### config.mk
export PLATFORM = sky130hd
export DESIGN_NAME = clint_top
export DESIGN_NICKNAME = d
export VERILOG_FILES = /design/src/verilog/clint_pkg.sv /design/src/verilog/clint_response.sv /design/src/verilog/clint_soft.sv /design/src/verilog/clint_tick.sv /design/src/verilog/clint_timer.sv /design/src/verilog/clint_top.sv
export SDC_FILE = /design/constraint.sdc
export NUM_CORES = 1
export LEC_CHECK = 0
export BUFFER_PORTS_ARGS = -buffer_cell sky130_fd_sc_hd__buf_2
export CELL_PAD_IN_SITES_DETAIL_PLACEMENT = 0
export CELL_PAD_IN_SITES_GLOBAL_PLACEMENT = 1
export CORE_ASPECT_RATIO = 0.7
export CORE_MARGIN = 2
export CORE_UTILIZATION = 46
export DETAILED_ROUTE_END_ITERATION = 7
export PLACE_DENSITY = 0.85
export SLEW_MARGIN = 10
export SYNTH_ARGS = -nofsm -noshare
export SYNTH_HDL_FRONTEND = slang
export SYNTH_HIERARCHICAL = 1
export SYNTH_SLANG_ARGS = --single-unit
### constraint.sdc
create_clock -name clock -period 7.8 [get_ports clock]
set_clock_uncertainty 0.2 [all_clocks]
set_input_delay 1.56 -clock clock [delete_from_list [all_inputs] [get_ports clock]]
set_output_delay 1.56 -clock clock [all_outputs]
set_load 0.01 [all_outputs]
### src/verilog/clint_pkg.sv
package clint_pkg;

  // system size and timer rate
  localparam int hart_count  = 2;
  localparam int tick_period = 5;  // clock cycles per mtime step

  localparam int hart_width = (hart_count > 1) ? $clog2(hart_count) : 1;
  localparam int tick_width = (tick_period > 1) ? $clog2(tick_period) : 1;

  typedef logic [31:0]           clint_addr_t;
  typedef logic [63:0]           clint_data_t;
  typedef logic [7:0]            clint_strb_t;
  typedef logic [hart_count-1:0] clint_harts_t;

  // address map
  localparam clint_addr_t msip_base     = 32'h0000_0000;
  localparam clint_addr_t msip_span     = clint_addr_t'(4 * hart_count);  // one word per hart
  localparam clint_addr_t mtimecmp_base = 32'h0000_4000;
  localparam clint_addr_t mtimecmp_span = clint_addr_t'(8 * hart_count);
  localparam clint_addr_t mtime_addr    = 32'h0000_BFF8;

  // last count value of the prescaler
  localparam logic [tick_width-1:0] tick_last = tick_width'(tick_period - 1);

  // bus request, any set strobe bit makes it a write
  typedef struct packed {
    logic        valid;
    clint_addr_t addr;
    clint_data_t wdata;
    clint_strb_t wstrb;
  } mem_in_t;

  // bus reply
  typedef struct packed {
    logic        ready;
    clint_data_t rdata;
    logic        error;
  } mem_out_t;

  // registered reply of one register block
  typedef struct packed {
    logic        hit;
    clint_data_t rdata;
  } block_resp_t;

endpackage

### src/verilog/clint_response.sv
`timescale 1ns/1ps

module clint_response (
  input  logic                   clock,
  input  logic                   reset,
  input  logic                   valid,
  input  clint_pkg::block_resp_t soft_reply,
  input  clint_pkg::block_resp_t timer_reply,
  output clint_pkg::mem_out_t    reply
);

  logic valid_q;  // request seen last cycle
  logic any_hit;

  always_ff @(posedge clock) begin
    if (!reset) begin
      valid_q <= 1'b0;
    end else begin
      valid_q <= valid;
    end
  end

  assign any_hit = soft_reply.hit | timer_reply.hit;

  always_comb begin
    reply.ready = valid_q;
    reply.error = valid_q & ~any_hit;  // nobody decoded the address
    if (soft_reply.hit) begin
      reply.rdata = soft_reply.rdata;
    end else if (timer_reply.hit) begin
      reply.rdata = timer_reply.rdata;
    end else begin
      reply.rdata = '0;
    end
  end

  // the address windows of the blocks must not overlap
  single_block_hit: assert property (
    @(posedge clock) disable iff (!reset) !(soft_reply.hit && timer_reply.hit)
  ) else $error("software and timer blocks claimed the same request");

endmodule

### src/verilog/clint_soft.sv
`timescale 1ns/1ps

module clint_soft (
  input  logic                    clock,
  input  logic                    reset,
  input  clint_pkg::mem_in_t      request,
  output clint_pkg::block_resp_t  reply,
  output clint_pkg::clint_harts_t msip
);

  clint_pkg::clint_addr_t           soft_offset;
  logic [clint_pkg::hart_width-1:0] soft_index;
  logic                             soft_sel;
  logic                             is_write;

  assign is_write    = |request.wstrb;
  assign soft_offset = request.addr - clint_pkg::msip_base;
  assign soft_sel    = (soft_offset < clint_pkg::msip_span) && (soft_offset[1:0] == 2'b00);
  assign soft_index  = soft_offset[2 +: clint_pkg::hart_width];  // one word per hart

  // only bit 0 of the word is stored
  always_ff @(posedge clock) begin
    if (!reset) begin
      msip <= '0;
    end else if (request.valid && soft_sel && is_write) begin
      msip[soft_index] <= request.wdata[0];
    end
  end

  always_ff @(posedge clock) begin
    if (!reset) begin
      reply <= '0;
    end else begin
      reply <= '0;
      if (request.valid && soft_sel) begin
        reply.hit <= 1'b1;
        if (!is_write) begin
          reply.rdata <= clint_pkg::clint_data_t'(msip[soft_index]);
        end
      end
    end
  end

  soft_hit_follows_request: assert property (
    @(posedge clock) disable iff (!reset) reply.hit |-> $past(request.valid)
  ) else $error("software block reply without a request");

endmodule

### src/verilog/clint_tick.sv
`timescale 1ns/1ps

module clint_tick (
  input  logic clock,
  input  logic reset,
  output logic tick
);

  logic [clint_pkg::tick_width-1:0] count;

  always_ff @(posedge clock) begin
    if (!reset) begin
      count <= '0;
      tick  <= 1'b0;
    end else if (count == clint_pkg::tick_last) begin
      count <= '0;
      tick  <= 1'b1;  // one pulse per wrap
    end else begin
      count <= count + 1'b1;
      tick  <= 1'b0;
    end
  end

  // mtime must step at most once per period
  tick_single_cycle: assert property (
    @(posedge clock) disable iff (!reset) tick |=> !tick
  ) else $error("tick held high for two cycles");

endmodule

### src/verilog/clint_timer.sv
`timescale 1ns/1ps

module clint_timer (
  input  logic                    clock,
  input  logic                    reset,
  input  clint_pkg::mem_in_t      request,
  output clint_pkg::block_resp_t  reply,
  output clint_pkg::clint_data_t  mtime,
  output clint_pkg::clint_harts_t mtip
);

  clint_pkg::clint_data_t mtimecmp [clint_pkg::hart_count];

  logic tick;

  clint_pkg::clint_addr_t              cmp_offset;
  logic [clint_pkg::hart_width-1:0]    cmp_index;
  logic                                cmp_sel;
  logic                                time_sel;
  logic                                is_write;

  clint_tick i_tick (
    .clock (clock),
    .reset (reset),
    .tick  (tick)
  );

  // address decode
  assign is_write   = |request.wstrb;
  assign time_sel   = request.addr == clint_pkg::mtime_addr;
  assign cmp_offset = request.addr - clint_pkg::mtimecmp_base;
  // below the base the offset wraps and fails the span check
  assign cmp_sel    = (cmp_offset < clint_pkg::mtimecmp_span) && (cmp_offset[2:0] == 3'b000);
  assign cmp_index  = cmp_offset[3 +: clint_pkg::hart_width];

  // mtime
  always_ff @(posedge clock) begin
    if (!reset) begin
      mtime <= '0;
    end else begin
      if (tick) begin
        mtime <= mtime + 64'd1;
      end
      if (request.valid && time_sel && is_write) begin
        mtime <= request.wdata;  // bus write wins over the tick
      end
    end
  end

  // compare registers
  always_ff @(posedge clock) begin
    if (!reset) begin
      mtimecmp <= '{default: '0};
    end else if (request.valid && cmp_sel && is_write) begin
      mtimecmp[cmp_index] <= request.wdata;
    end
  end

  // block reply, writes answer with zero data
  always_ff @(posedge clock) begin
    if (!reset) begin
      reply <= '0;
    end else begin
      reply <= '0;
      if (request.valid && time_sel) begin
        reply.hit <= 1'b1;
        if (!is_write) begin
          reply.rdata <= mtime;
        end
      end
      if (request.valid && cmp_sel) begin
        reply.hit <= 1'b1;
        if (!is_write) begin
          reply.rdata <= mtimecmp[cmp_index];
        end
      end
    end
  end

  // interrupt level per hart
  always_ff @(posedge clock) begin
    if (!reset) begin
      mtip <= '0;
    end else begin
      for (int h = 0; h < clint_pkg::hart_count; h++) begin
        mtip[h] <= mtime >= mtimecmp[h];
      end
    end
  end

  timer_hit_follows_request: assert property (
    @(posedge clock) disable iff (!reset) reply.hit |-> $past(request.valid)
  ) else $error("timer reply without a request");

endmodule

### src/verilog/clint_top.sv
`timescale 1ns/1ps

module clint_top (
  input  logic                    clock,
  input  logic                    reset,
  input  clint_pkg::mem_in_t      request,
  output clint_pkg::mem_out_t     reply,
  output clint_pkg::clint_data_t  mtime,
  output clint_pkg::clint_harts_t msip,
  output clint_pkg::clint_harts_t mtip
);

  clint_pkg::block_resp_t soft_reply;
  clint_pkg::block_resp_t timer_reply;

  // msip registers
  clint_soft i_soft (
    .clock   (clock),
    .reset   (reset),
    .request (request),
    .reply   (soft_reply),
    .msip    (msip)
  );

  // mtime and compare registers
  clint_timer i_timer (
    .clock   (clock),
    .reset   (reset),
    .request (request),
    .reply   (timer_reply),
    .mtime   (mtime),
    .mtip    (mtip)
  );

  clint_response i_response (
    .clock       (clock),
    .reset       (reset),
    .valid       (request.valid),
    .soft_reply  (soft_reply),
    .timer_reply (timer_reply),
    .reply       (reply)
  );

endmodule
# After elaboration in Yosys (flattened, before gate mapping)
# Index checks and enable logic that the tools add are counted.
# totals
input_bits,107
elab_cells,71
output_inout_bits,134
ff_bits,331
# op_classes
reduce_logical,17
bitwise,6
eq_ne,2
n_lt_le_gt_ge,8
add_sub_neg,3
muxes,22
# ops
operator,n
64-bit two-way mux,10
65-bit two-way mux,3
128-bit bitwise mux,1
64-bit greater-or-equal comparator,2
64-bit by 1-bit adder with 64-bit output (second input constant),1
64-bit demux with 1-bit select,1
32-bit by 16-bit equality test with 1-bit output (second input constant),1
32-bit by 4-bit less-than comparator with 1-bit output (second input constant),1
32-bit by 5-bit less-than comparator with 1-bit output (second input constant),1
32-bit by 15-bit subtractor with 32-bit output (second input constant),1
1-bit logical AND,10
10-bit OR reduction,1
8-bit OR reduction,1
1-bit two-way mux,5
3-bit by 1-bit adder with 3-bit output (second input constant),1
3-bit equality test (second input constant),1
3-bit logical NOT,1
1-bit inverter,3
2-bit bitwise mux,1
2-bit greater-or-equal comparator (second input constant),1
2-bit logical NOT,1
1-bit by 2-bit less-than comparator with 1-bit output (second input constant),1
2-bit by 1-bit less-than comparator with 1-bit output (second input constant),1
1-bit inverter with 2-bit output,1
other kinds (7),7

# Logic depth before layout (Yosys ltp)
# Gate-level depths: netlist of the first run.
# logic_depth
ltp_word,7
depth_mapped,9
ltp_nobuf,8

# By module
# Netlist of the first run, hierarchy kept.
# modules_own_cells
module,area_per_inst_um2,instances,seq_area_each_um2,cells_per_inst
clint_timer,14248.7,1,5185.0,1756
clint_soft,765.7,1,80.1,92
clint_response,721.9,1,20.0,87
clint_tick,156.4,1,80.1,16

# Worst setup path after synthesis of the first run
# OpenSTA, ideal clock, no wires.
# synth_path
kind,input -> register
start,input request[94] (netlist bit)
end,register i_timer/reply[10] (netlist bit)
setup_ns,0.067
t_required_ns,7.533
path_buffers,3
setup_slack_ns,3.952
arrival_time_ns,3.581
cell_stages,9
cell_sequence,nor4_1 -> nand4b_1 -> or3_1 -> buf_6 -> a211o_1 -> or3_1 -> buf_6 -> buf_12 -> o21ai_2
# synth_via
elab_chain_len,5
elab_cells_between_ends,9
cone_classes,add/sub (1); order compare (1); eq/ne (1); mux (3); reduce/logical (3)
# synth_lines
element,line_no,source
"start, declared",clint_top.sv:6,"input clint_pkg::mem_in_t request,"
32-bit by 15-bit subtractor with 32-bit output or 32-bit by 16-bit equality test with 1-bit output (tied branches),"clint_timer.sv:31, clint_timer.sv:30",
32-bit by 5-bit less-than comparator with 1-bit output or 1-bit logical AND (tied branches),"clint_timer.sv:33, clint_timer.sv:65",
1-bit logical AND or 65-bit two-way mux (tied branches),"clint_timer.sv:33, clint_timer.sv:65",
1-bit logical AND or 64-bit two-way mux (tied branches),"clint_timer.sv:71, clint_timer.sv:73",
65-bit two-way mux (*),clint_timer.sv:71,if (request.valid && cmp_sel) begin
"end, declared",clint_timer.sv:7,"output clint_pkg::block_resp_t reply,"
# Every way passes the cells marked *; elsewhere a longest branch is shown, timed or not.
# A chain may end at the register's enable or synchronous reset.

==> impl_metrics.json, run 1 <==
{
  "outcome": "completed",
  "fin_util_pct": 53.22,
  "power_switching_share_pct": 22.47,
  "cts-root-buf": "clkbuf_16",
  "n_fill_cell": 3232,
  "r2r_start": "i_timer/mtime[26]",
  "ys_seq_elements": 268,
  "clockPowerShare_pct": 49.3,
  "yosys_warnings": 6,
  "insertion_delay_ps": 570,
  "vias": 14480,
  "whs_path_depth": 2,
  "cts_max_level": 1,
  "postCtsSetupBuffers": 0,
  "min_period_ps": 4336,
  "arrival_ps": 2580,
  "area_growth_pct": 13.10,
  "nets": 2365,
  "power_frac_seq_pct": 46.8,
  "synth_enable_flop_cells": 0,
  "dieArea_um2": 36080,
  "report.final.slew_viol_count": 0,
  "cp_data_required_time_ps": 6040,
  "setup_tns_ps": 0,
  "die_h_um": 159.5,
  "ant_nets": 0,
  "drtIter0Drc": 986,
  "finalWirelength_um": 49230,
  "path_class": "reg -> out",
  "grt_max_degree": 99,
  "ys_seq_area_share_pct": 33.76,
  "numCtsBuffers": 28,
  "grt_pass1_vias": 13300,
  "r2r_cells": 6,
  "routedWlPerCell_um": 18.84,
  "place_area_um2": 16970,
  "cp-start-kind": "register",
  "switchingPower_mw": 0.6585,
  "synth.distinct_cells": 68,
  "max_freq_ghz": 0.2306,
  "dp_cells": 2561,
  "rows": 56,
  "grt_usage_pct": 26.43,
  "mostFrequentLayoutCells": "nand2_1, dfxtp_1, buf_2, a21oi_1, inv_1",
  "drc": 0,
  "portBuffers": 240,
  "gp_congestion": 0.8579,
  "min-delay-start": "i_timer/mtimecmp[113]",
  "via_per_inst": 5.541,
  "final_cells": 2613,
  "firstDrtPassIters": 5,
  "drv_cap": 0,
  "worstMarginPinSlew_ps": 1215,
  "p_comb_share_pct": 3.8,
  "internal_power_mw": 2.272,
  "drive_above_1_share_pct": 17.96,
  "grt_pass1_wl_um": 76000,
  "finalSetupViolCount": 0,
  "syn_avg_cell_area_um2": 8.146,
  "vdd_drop_max_uv": 145.2,
  "fin_crit_sh_pct": 55.59,
  "critPathMaxFanout": 38,
  "postLayoutCellArea_um2": 17970,
  "synth_area_um2": 15890,
  "initial_core_util_pct": 47.06,
  "finalHoldViolations": 0,
  "die-width_um": 226.2,
  "async_reset_ff_share_pct": 0,
  "clockBufferDepth": 3,
  "slew-limit-headroom_pct": 19.02,
  "pre_cts_slack_ps": 2937,
  "grt_setup_unrepaired": "no",
  "power.density_nw_per_um2": 163.0,
  "hpwl_um": 33210,
  "cts_tree": "yes",
  "io_pins": 241,
  "fin_ws_ps": 3464,
  "power_leakage_nw": 7.261,
  "endpoint_kind": "primary output",
  "core_um2": 33770,
  "grt_overflow": 0,
  "dominantRegCellSynth": "dfxtp_1",
  "holdBufCountCts": 0,
  "hp-class": "reg -> reg",
  "syn_inst": 1951,
  "clk_pin_slew_ps": 60,
  "critPathLaunch": "i_timer/reply[64]",
  "clock-sinks": 268,
  "antenna_found_initial": 0,
  "diodes": 0,
  "postCtsResizedCells": 0,
  "final_common_cell": "nand2_1"
}
[synthesized netlist by cell type (3+ instances only)]
cell type / number / share of area [%]
inv_1: 137 / 3.2
or3_1: 11 / 0.43
and2_1: 5 / 0.20
a22o_1: 62 / 3.4
a21o_1: 9 / 0.43
buf_2: 11 / 0.35
nand2_1: 376 / 8.9
or4_1: 5 / 0.24
o21ai_0: 83 / 2.6
nand3b_1: 3 / 0.14
a31oi_1: 8 / 0.31
nand4_1: 50 / 2.0
a211oi_1: 27 / 1.3
and4_1: 15 / 0.83
nor4_2: 5 / 0.39
a2111oi_0: 6 / 0.33
o21ai_2: 60 / 3.3
nor3_1: 10 / 0.31
ha_1: 131 / 10
nor4b_1: 3 / 0.17
a221oi_1: 3 / 0.17
nand3_1: 44 / 1.4
a21oi_1: 206 / 6.5
buf_12: 6 / 0.76
and3_1: 11 / 0.43
nor4_1: 23 / 0.91
nor2_1: 48 / 1.1
buf_4: 65 / 3.1
nand2b_1: 5 / 0.20
clkbuf_1: 73 / 1.7
dfxtp_1: 268 / 34
mux2i_1: 69 / 4.3
xnor2_1: 14 / 0.77
buf_6: 14 / 0.99
xor2_1: 40 / 2.2
[layout make-up]
type / count / area (um^2) / area share, %
timing repair buffer: 254 / 1309 / 7.281
sequential: 268 / 5366 / 29.86
clock inverter: 9 / 136.4 / 0.7587
inverter: 138 / 520.5 / 2.896
tap: 464 / 580.6 / 3.230
clock buffer: 43 / 867.1 / 4.824
multi-input combinational: 1437 / 9195 / 51.16
[worst paths after layout]
check	slack [ps]	end
setup reg to reg	4670	i_timer/mtime[55]
hold / removal	270	i_timer/mtimecmp[113]
setup / recovery	3460	reply[64]
hold reg to reg	270	i_timer/mtimecmp[113]
[worst max-delay path, cell delays in order, from the launching register on]
cell and delay, ps:
dfxtp_1 400, nor2b_4 640, buf_4 560, a22o_1 250, buf_2 140
[per-stage QoR]
step | power (mW) | hold WS, ps
2_1_floorplan | 1.472 | 242.3
3_3_place_gp | 1.512 | 252.5
3_5_place_dp | 1.514 | 259.6
4_1_cts | 2.947 | 268.0
5_1_grt | 3.015 | 282.6
6_report | 2.930 | 266.9
[cell families (layout without fill, tap and decap cells)]
| group | count (synthesis) | after routing | synth area share (%) |
|---|---|---|---|
| DFF | 268 | 268 | 33.76 |
| adders and majority gates | 131 | 131 | 10.31 |
| buffers and inverters | 308 | 444 | 10.17 |
| other | 1 | 63 | 0.02360 |
| muxes | 70 | 70 | 4.417 |
| AOI/OAI and AO/OA | 488 | 488 | 19.69 |
| and+or+nand+nor | 631 | 631 | 18.65 |
| xor gates and xnor gates | 54 | 54 | 2.976 |
[per-layer routing]
metal | track usage, % | part of all wire (%)
met5 | 0 | 0
met1 | 40.44 | 50
met4 | 5.144 | 1.7
met2 | 39.19 | 42
met3 | 3.709 | 6.4
[sequential cells by signal, indices dropped and copies added (netlist names)]
register              count
i_response/valid_q        1
i_soft/msip               2
i_soft/reply              2
i_timer/i_tick/count      3
i_timer/i_tick/tick       1
i_timer/mtime            64
i_timer/mtimecmp        128
i_timer/mtip              2
i_timer/reply            65
[power by group through the flow]
| stage | Combinational (mW) | Sequential, mW | Clock [mW] |
|---|---|---|---|
| 5_1_grt | 0.121 | 1.37 | 1.52 |
| 3_3_place_gp | 0.109 | 1.40 | 0 |
| 3_5_place_dp | 0.111 | 1.40 | 0 |
| 2_1_floorplan | 0.0693 | 1.40 | 0 |
| 6_report | 0.112 | 1.37 | 1.45 |
| 4_1_cts | 0.111 | 1.37 | 1.46 |
Power figures use the tool's default switching activity.
==> run 2, diff against run 1 <==
--- a/config.mk
+++ b/config.mk
@@ -5,14 +5,15 @@
 export SDC_FILE = /design/constraint.sdc
 export NUM_CORES = 1
 export LEC_CHECK = 0
+export ABC_AREA = 1
 export BUFFER_PORTS_ARGS = -buffer_cell sky130_fd_sc_hd__buf_2
 export CELL_PAD_IN_SITES_DETAIL_PLACEMENT = 0
 export CELL_PAD_IN_SITES_GLOBAL_PLACEMENT = 1
 export CORE_ASPECT_RATIO = 0.7
 export CORE_MARGIN = 2
-export CORE_UTILIZATION = 46
+export CORE_UTILIZATION = 37
 export DETAILED_ROUTE_END_ITERATION = 7
-export PLACE_DENSITY = 0.85
+export PLACE_DENSITY = 0.76
 export SLEW_MARGIN = 10
 export SYNTH_ARGS = -nofsm -noshare
 export SYNTH_HDL_FRONTEND = slang
==> constraint.sdc (replaced) <==
create_clock -name clock -period 3.5 [get_ports clock]
set_clock_uncertainty 0.2 [all_clocks]
set_input_delay 0.7 -clock clock [delete_from_list [all_inputs] [get_ports clock]]
set_output_delay 0.7 -clock clock [all_outputs]
set_load 0.01 [all_outputs]
==> impl_metrics.json, run 2 <==
{
  "routedWlPerCell_um": 16.04,
  "postCtsResizedCells": 0,
  "power.density_nw_per_um2": 321.9,
  "endpoint_kind": "primary output",
  "pre_cts_slack_ps": 380.0,
  "die-width_um": 269.1,
  "drive_above_1_share_pct": 11.31,
  "synth_common_cells": "nand2_1, nor2_1, dfxtp_1, nand3_1, inv_1",
  "min-delay-start": "request[104]",
  "power.total_mw": 6.640,
  "core_um2": 48200,
  "portBuffers": 240,
  "drv_cap": 0,
  "yosysTopAreaCell": "dfxtp_1",
  "yosysMostFrequentCell": "nand2_1",
  "postCtsSetupBuffers": 0,
  "grt_setup_unrepaired": "no",
  "io_pins": 241,
  "nets": 3337,
  "firstDrtPassIters": 5,
  "critPathBufInv": 2,
  "critPathTopFamily": "flip-flops",
  "drtIter0Drc": 1287,
  "path_depth": 4,
  "final_common_cell": "nand2_1",
  "synth_top_area_share_pct": 29.48,
  "grt_pass1_vias": 17340,
  "ant_nets": 0,
  "finalSetupViolCount": 0,
  "synth_enable_flop_cells": 0,
  "hpwl_um": 46000,
  "hp-class": "in -> reg",
  "dieArea_um2": 51000,
  "syn_inst": 2929,
  "dominantRegCellSynth": "dfxtp_1",
  "max_stage_delay_ps": 870,
  "power_leakage_nw": 10.06,
  "report.final.slew_viol_count": 0,
  "insertion_delay_ps": 580,
  "ys_seq_elements": 268,
  "vdd_drop_max_uv": 315.0,
  "critPathLaunch": "i_timer/reply[64]",
  "synth.distinct_cells": 35,
  "syn_avg_cell_area_um2": 6.212,
  "r2r_start": "i_timer/mtime[1]",
  "top_register": "i_timer/mtimecmp",
  "grt_pass1_wl_um": 96260,
  "grt_overflow": 0,
  "vias": 18460,
  "cp-start-kind": "register",
  "synth_area_leaders": "dfxtp_1, nand2_1, nor2_1",
  "slew-limit-headroom_pct": 23.02,
  "r2r-end": "i_timer/mtime[56]",
  "largest_reg_flops": 128,
  "clk_pin_slew_ps": 60,
  "cts-root-buf": "clkbuf_16",
  "worstMarginPinSlew_ps": 1153,
  "antenna_found_initial": 0,
  "drc": 0,
  "ys_seq_area_share_pct": 29.48,
  "critPathMaxFanout": 34,
  "arrival_ps": 2110,
  "clockBufferDepth": 3,
  "cts_max_level": 1,
  "setup_tns_ps": 0,
  "path_class": "reg -> out",
  "fin_ws_ps": 488.1,
  "yosys_warnings": 6,
  "gp_congestion": 0.9104,
  "finalHoldViolations": 0,
  "holdBufCountCts": 0,
  "numCtsBuffers": 30,
  "crit_end": "reply[36]",
  "synth_area_um2": 18200,
  "die_h_um": 189.5,
  "initial_core_util_pct": 37.75,
  "max_freq_ghz": 0.3320,
  "diodes": 0,
  "rows": 67,
  "cp_data_required_time_ps": 2600,
  "r2r_setup_slack_ps": 650,
  "outcome": "completed",
  "fin_crit_sh_pct": 86.06,
  "clock-sinks": 268,
  "biggestRegsByFlops": "i_timer/mtimecmp x128, i_timer/reply x65, i_timer/mtime x64",
  "grt_max_degree": 155,
  "crit_chain": "buf_12 -> nand3_1 -> nand2_1 -> buf_2",
  "fin_util_pct": 42.79,
  "via_per_inst": 4.890,
  "min_period_ps": 3012,
  "cts_tree": "yes",
  "grt_usage_pct": 23.50,
  "area_growth_pct": 13.35,
  "async_reset_ff_share_pct": 0,
  "finalWirelength_um": 60570,
  "mostFrequentLayoutCells": "nand2_1, nor2_1, dfxtp_1, nand3_1, buf_2",
  "cp_slowest_cell": "dfxtp_2",
  "r2r_cells": 10
}
==> run 2: cell types whose count changed in the layout (fill, tap and decap cells not counted), sizes merged, moves of 22 or more <==
cell	delta
a31oi	+22
nor2	+437
nor3	+31
a22o	-62
nand3	+209
mux2i	-69
o21ai	-45
nand2	+546
buf	+23
nor4	-22
a21oi	-56
inv	+96
a211oi	-27
==> run 2: routing by layer <==
| metal | wire, um | share of wire (%) | track usage (%) | vias to the layer above |
|---|---|---|---|---|
| met3 | 2852 | 4.7 | 2.848 | 55 |
| met5 | 0 | 0 | 0 | - |
| met2 | 25620 | 42 | 36.29 | 389 |
| li1 | - | - | - | 9548 |
| met4 | 892 | 1.5 | 3.953 | 0 |
| met1 | 31210 | 52 | 35.22 | 8472 |
==> run 2: worst min-delay path by stage <==
stage                     slack, ps                       to  cells after the start
after floorplan                 220  i_timer/i_tick/count[0]                      1
after global placement          230  i_timer/i_tick/count[0]                      1
after detailed placement        240  i_timer/i_tick/count[0]                      1
after CTS                       140       i_response/valid_q                      3
after global routing            180       i_response/valid_q                      3
final                           160       i_response/valid_q                      3
==> run 2: metrics by stage <==
step | hold WS (ps) | instances | instance area (um^2)
floorplan | 217.3 | 2991 | 18430
global placement | 226.7 | 3722 | 19610
detailed placement | 239.7 | 3722 | 19610
CTS | 141.7 | 3776 | 20630
global route | 183.2 | 3776 | 20630
finish | 163.3 | 3776 | 20630
==> run 2: worst min-delay path, delay by kind of cell <==
family | cells | cell delay [ps]
simple gates | 1 | 50
buf+inv | 2 | 150
==> run 2: where the power goes <==
part           internal [mW]  switching, mW
Sequential              3.06        0.00348
Combinational         0.0770          0.221
Clock                   1.91           1.37
Total                   5.05           1.60
==> run 2: cells by family after synthesis <==
logic type / Yosys count / share of synthesized area, %
xor gates and xnor gates: 49 / 2.359
adders and majority gates: 131 / 9.008
and+or+nand+nor: 1756 / 39.19
DFF: 268 / 29.48
buffers and inverters: 436 / 11.67
other: 1 / 0.02061
AOI/OAI and AO/OA: 288 / 8.265
==> run 2: cell type report <==
cell class	instances	area, um^2
Inverter	235	883.3
Clock inverter	8	71.32
Sequential cell	268	5368
Fill cell	5222	27580
Tap cell	655	819.5
Clock buffer	46	942.2
Timing Repair Buffer	277	1559
Multi-Input combinational cell	2287	10980
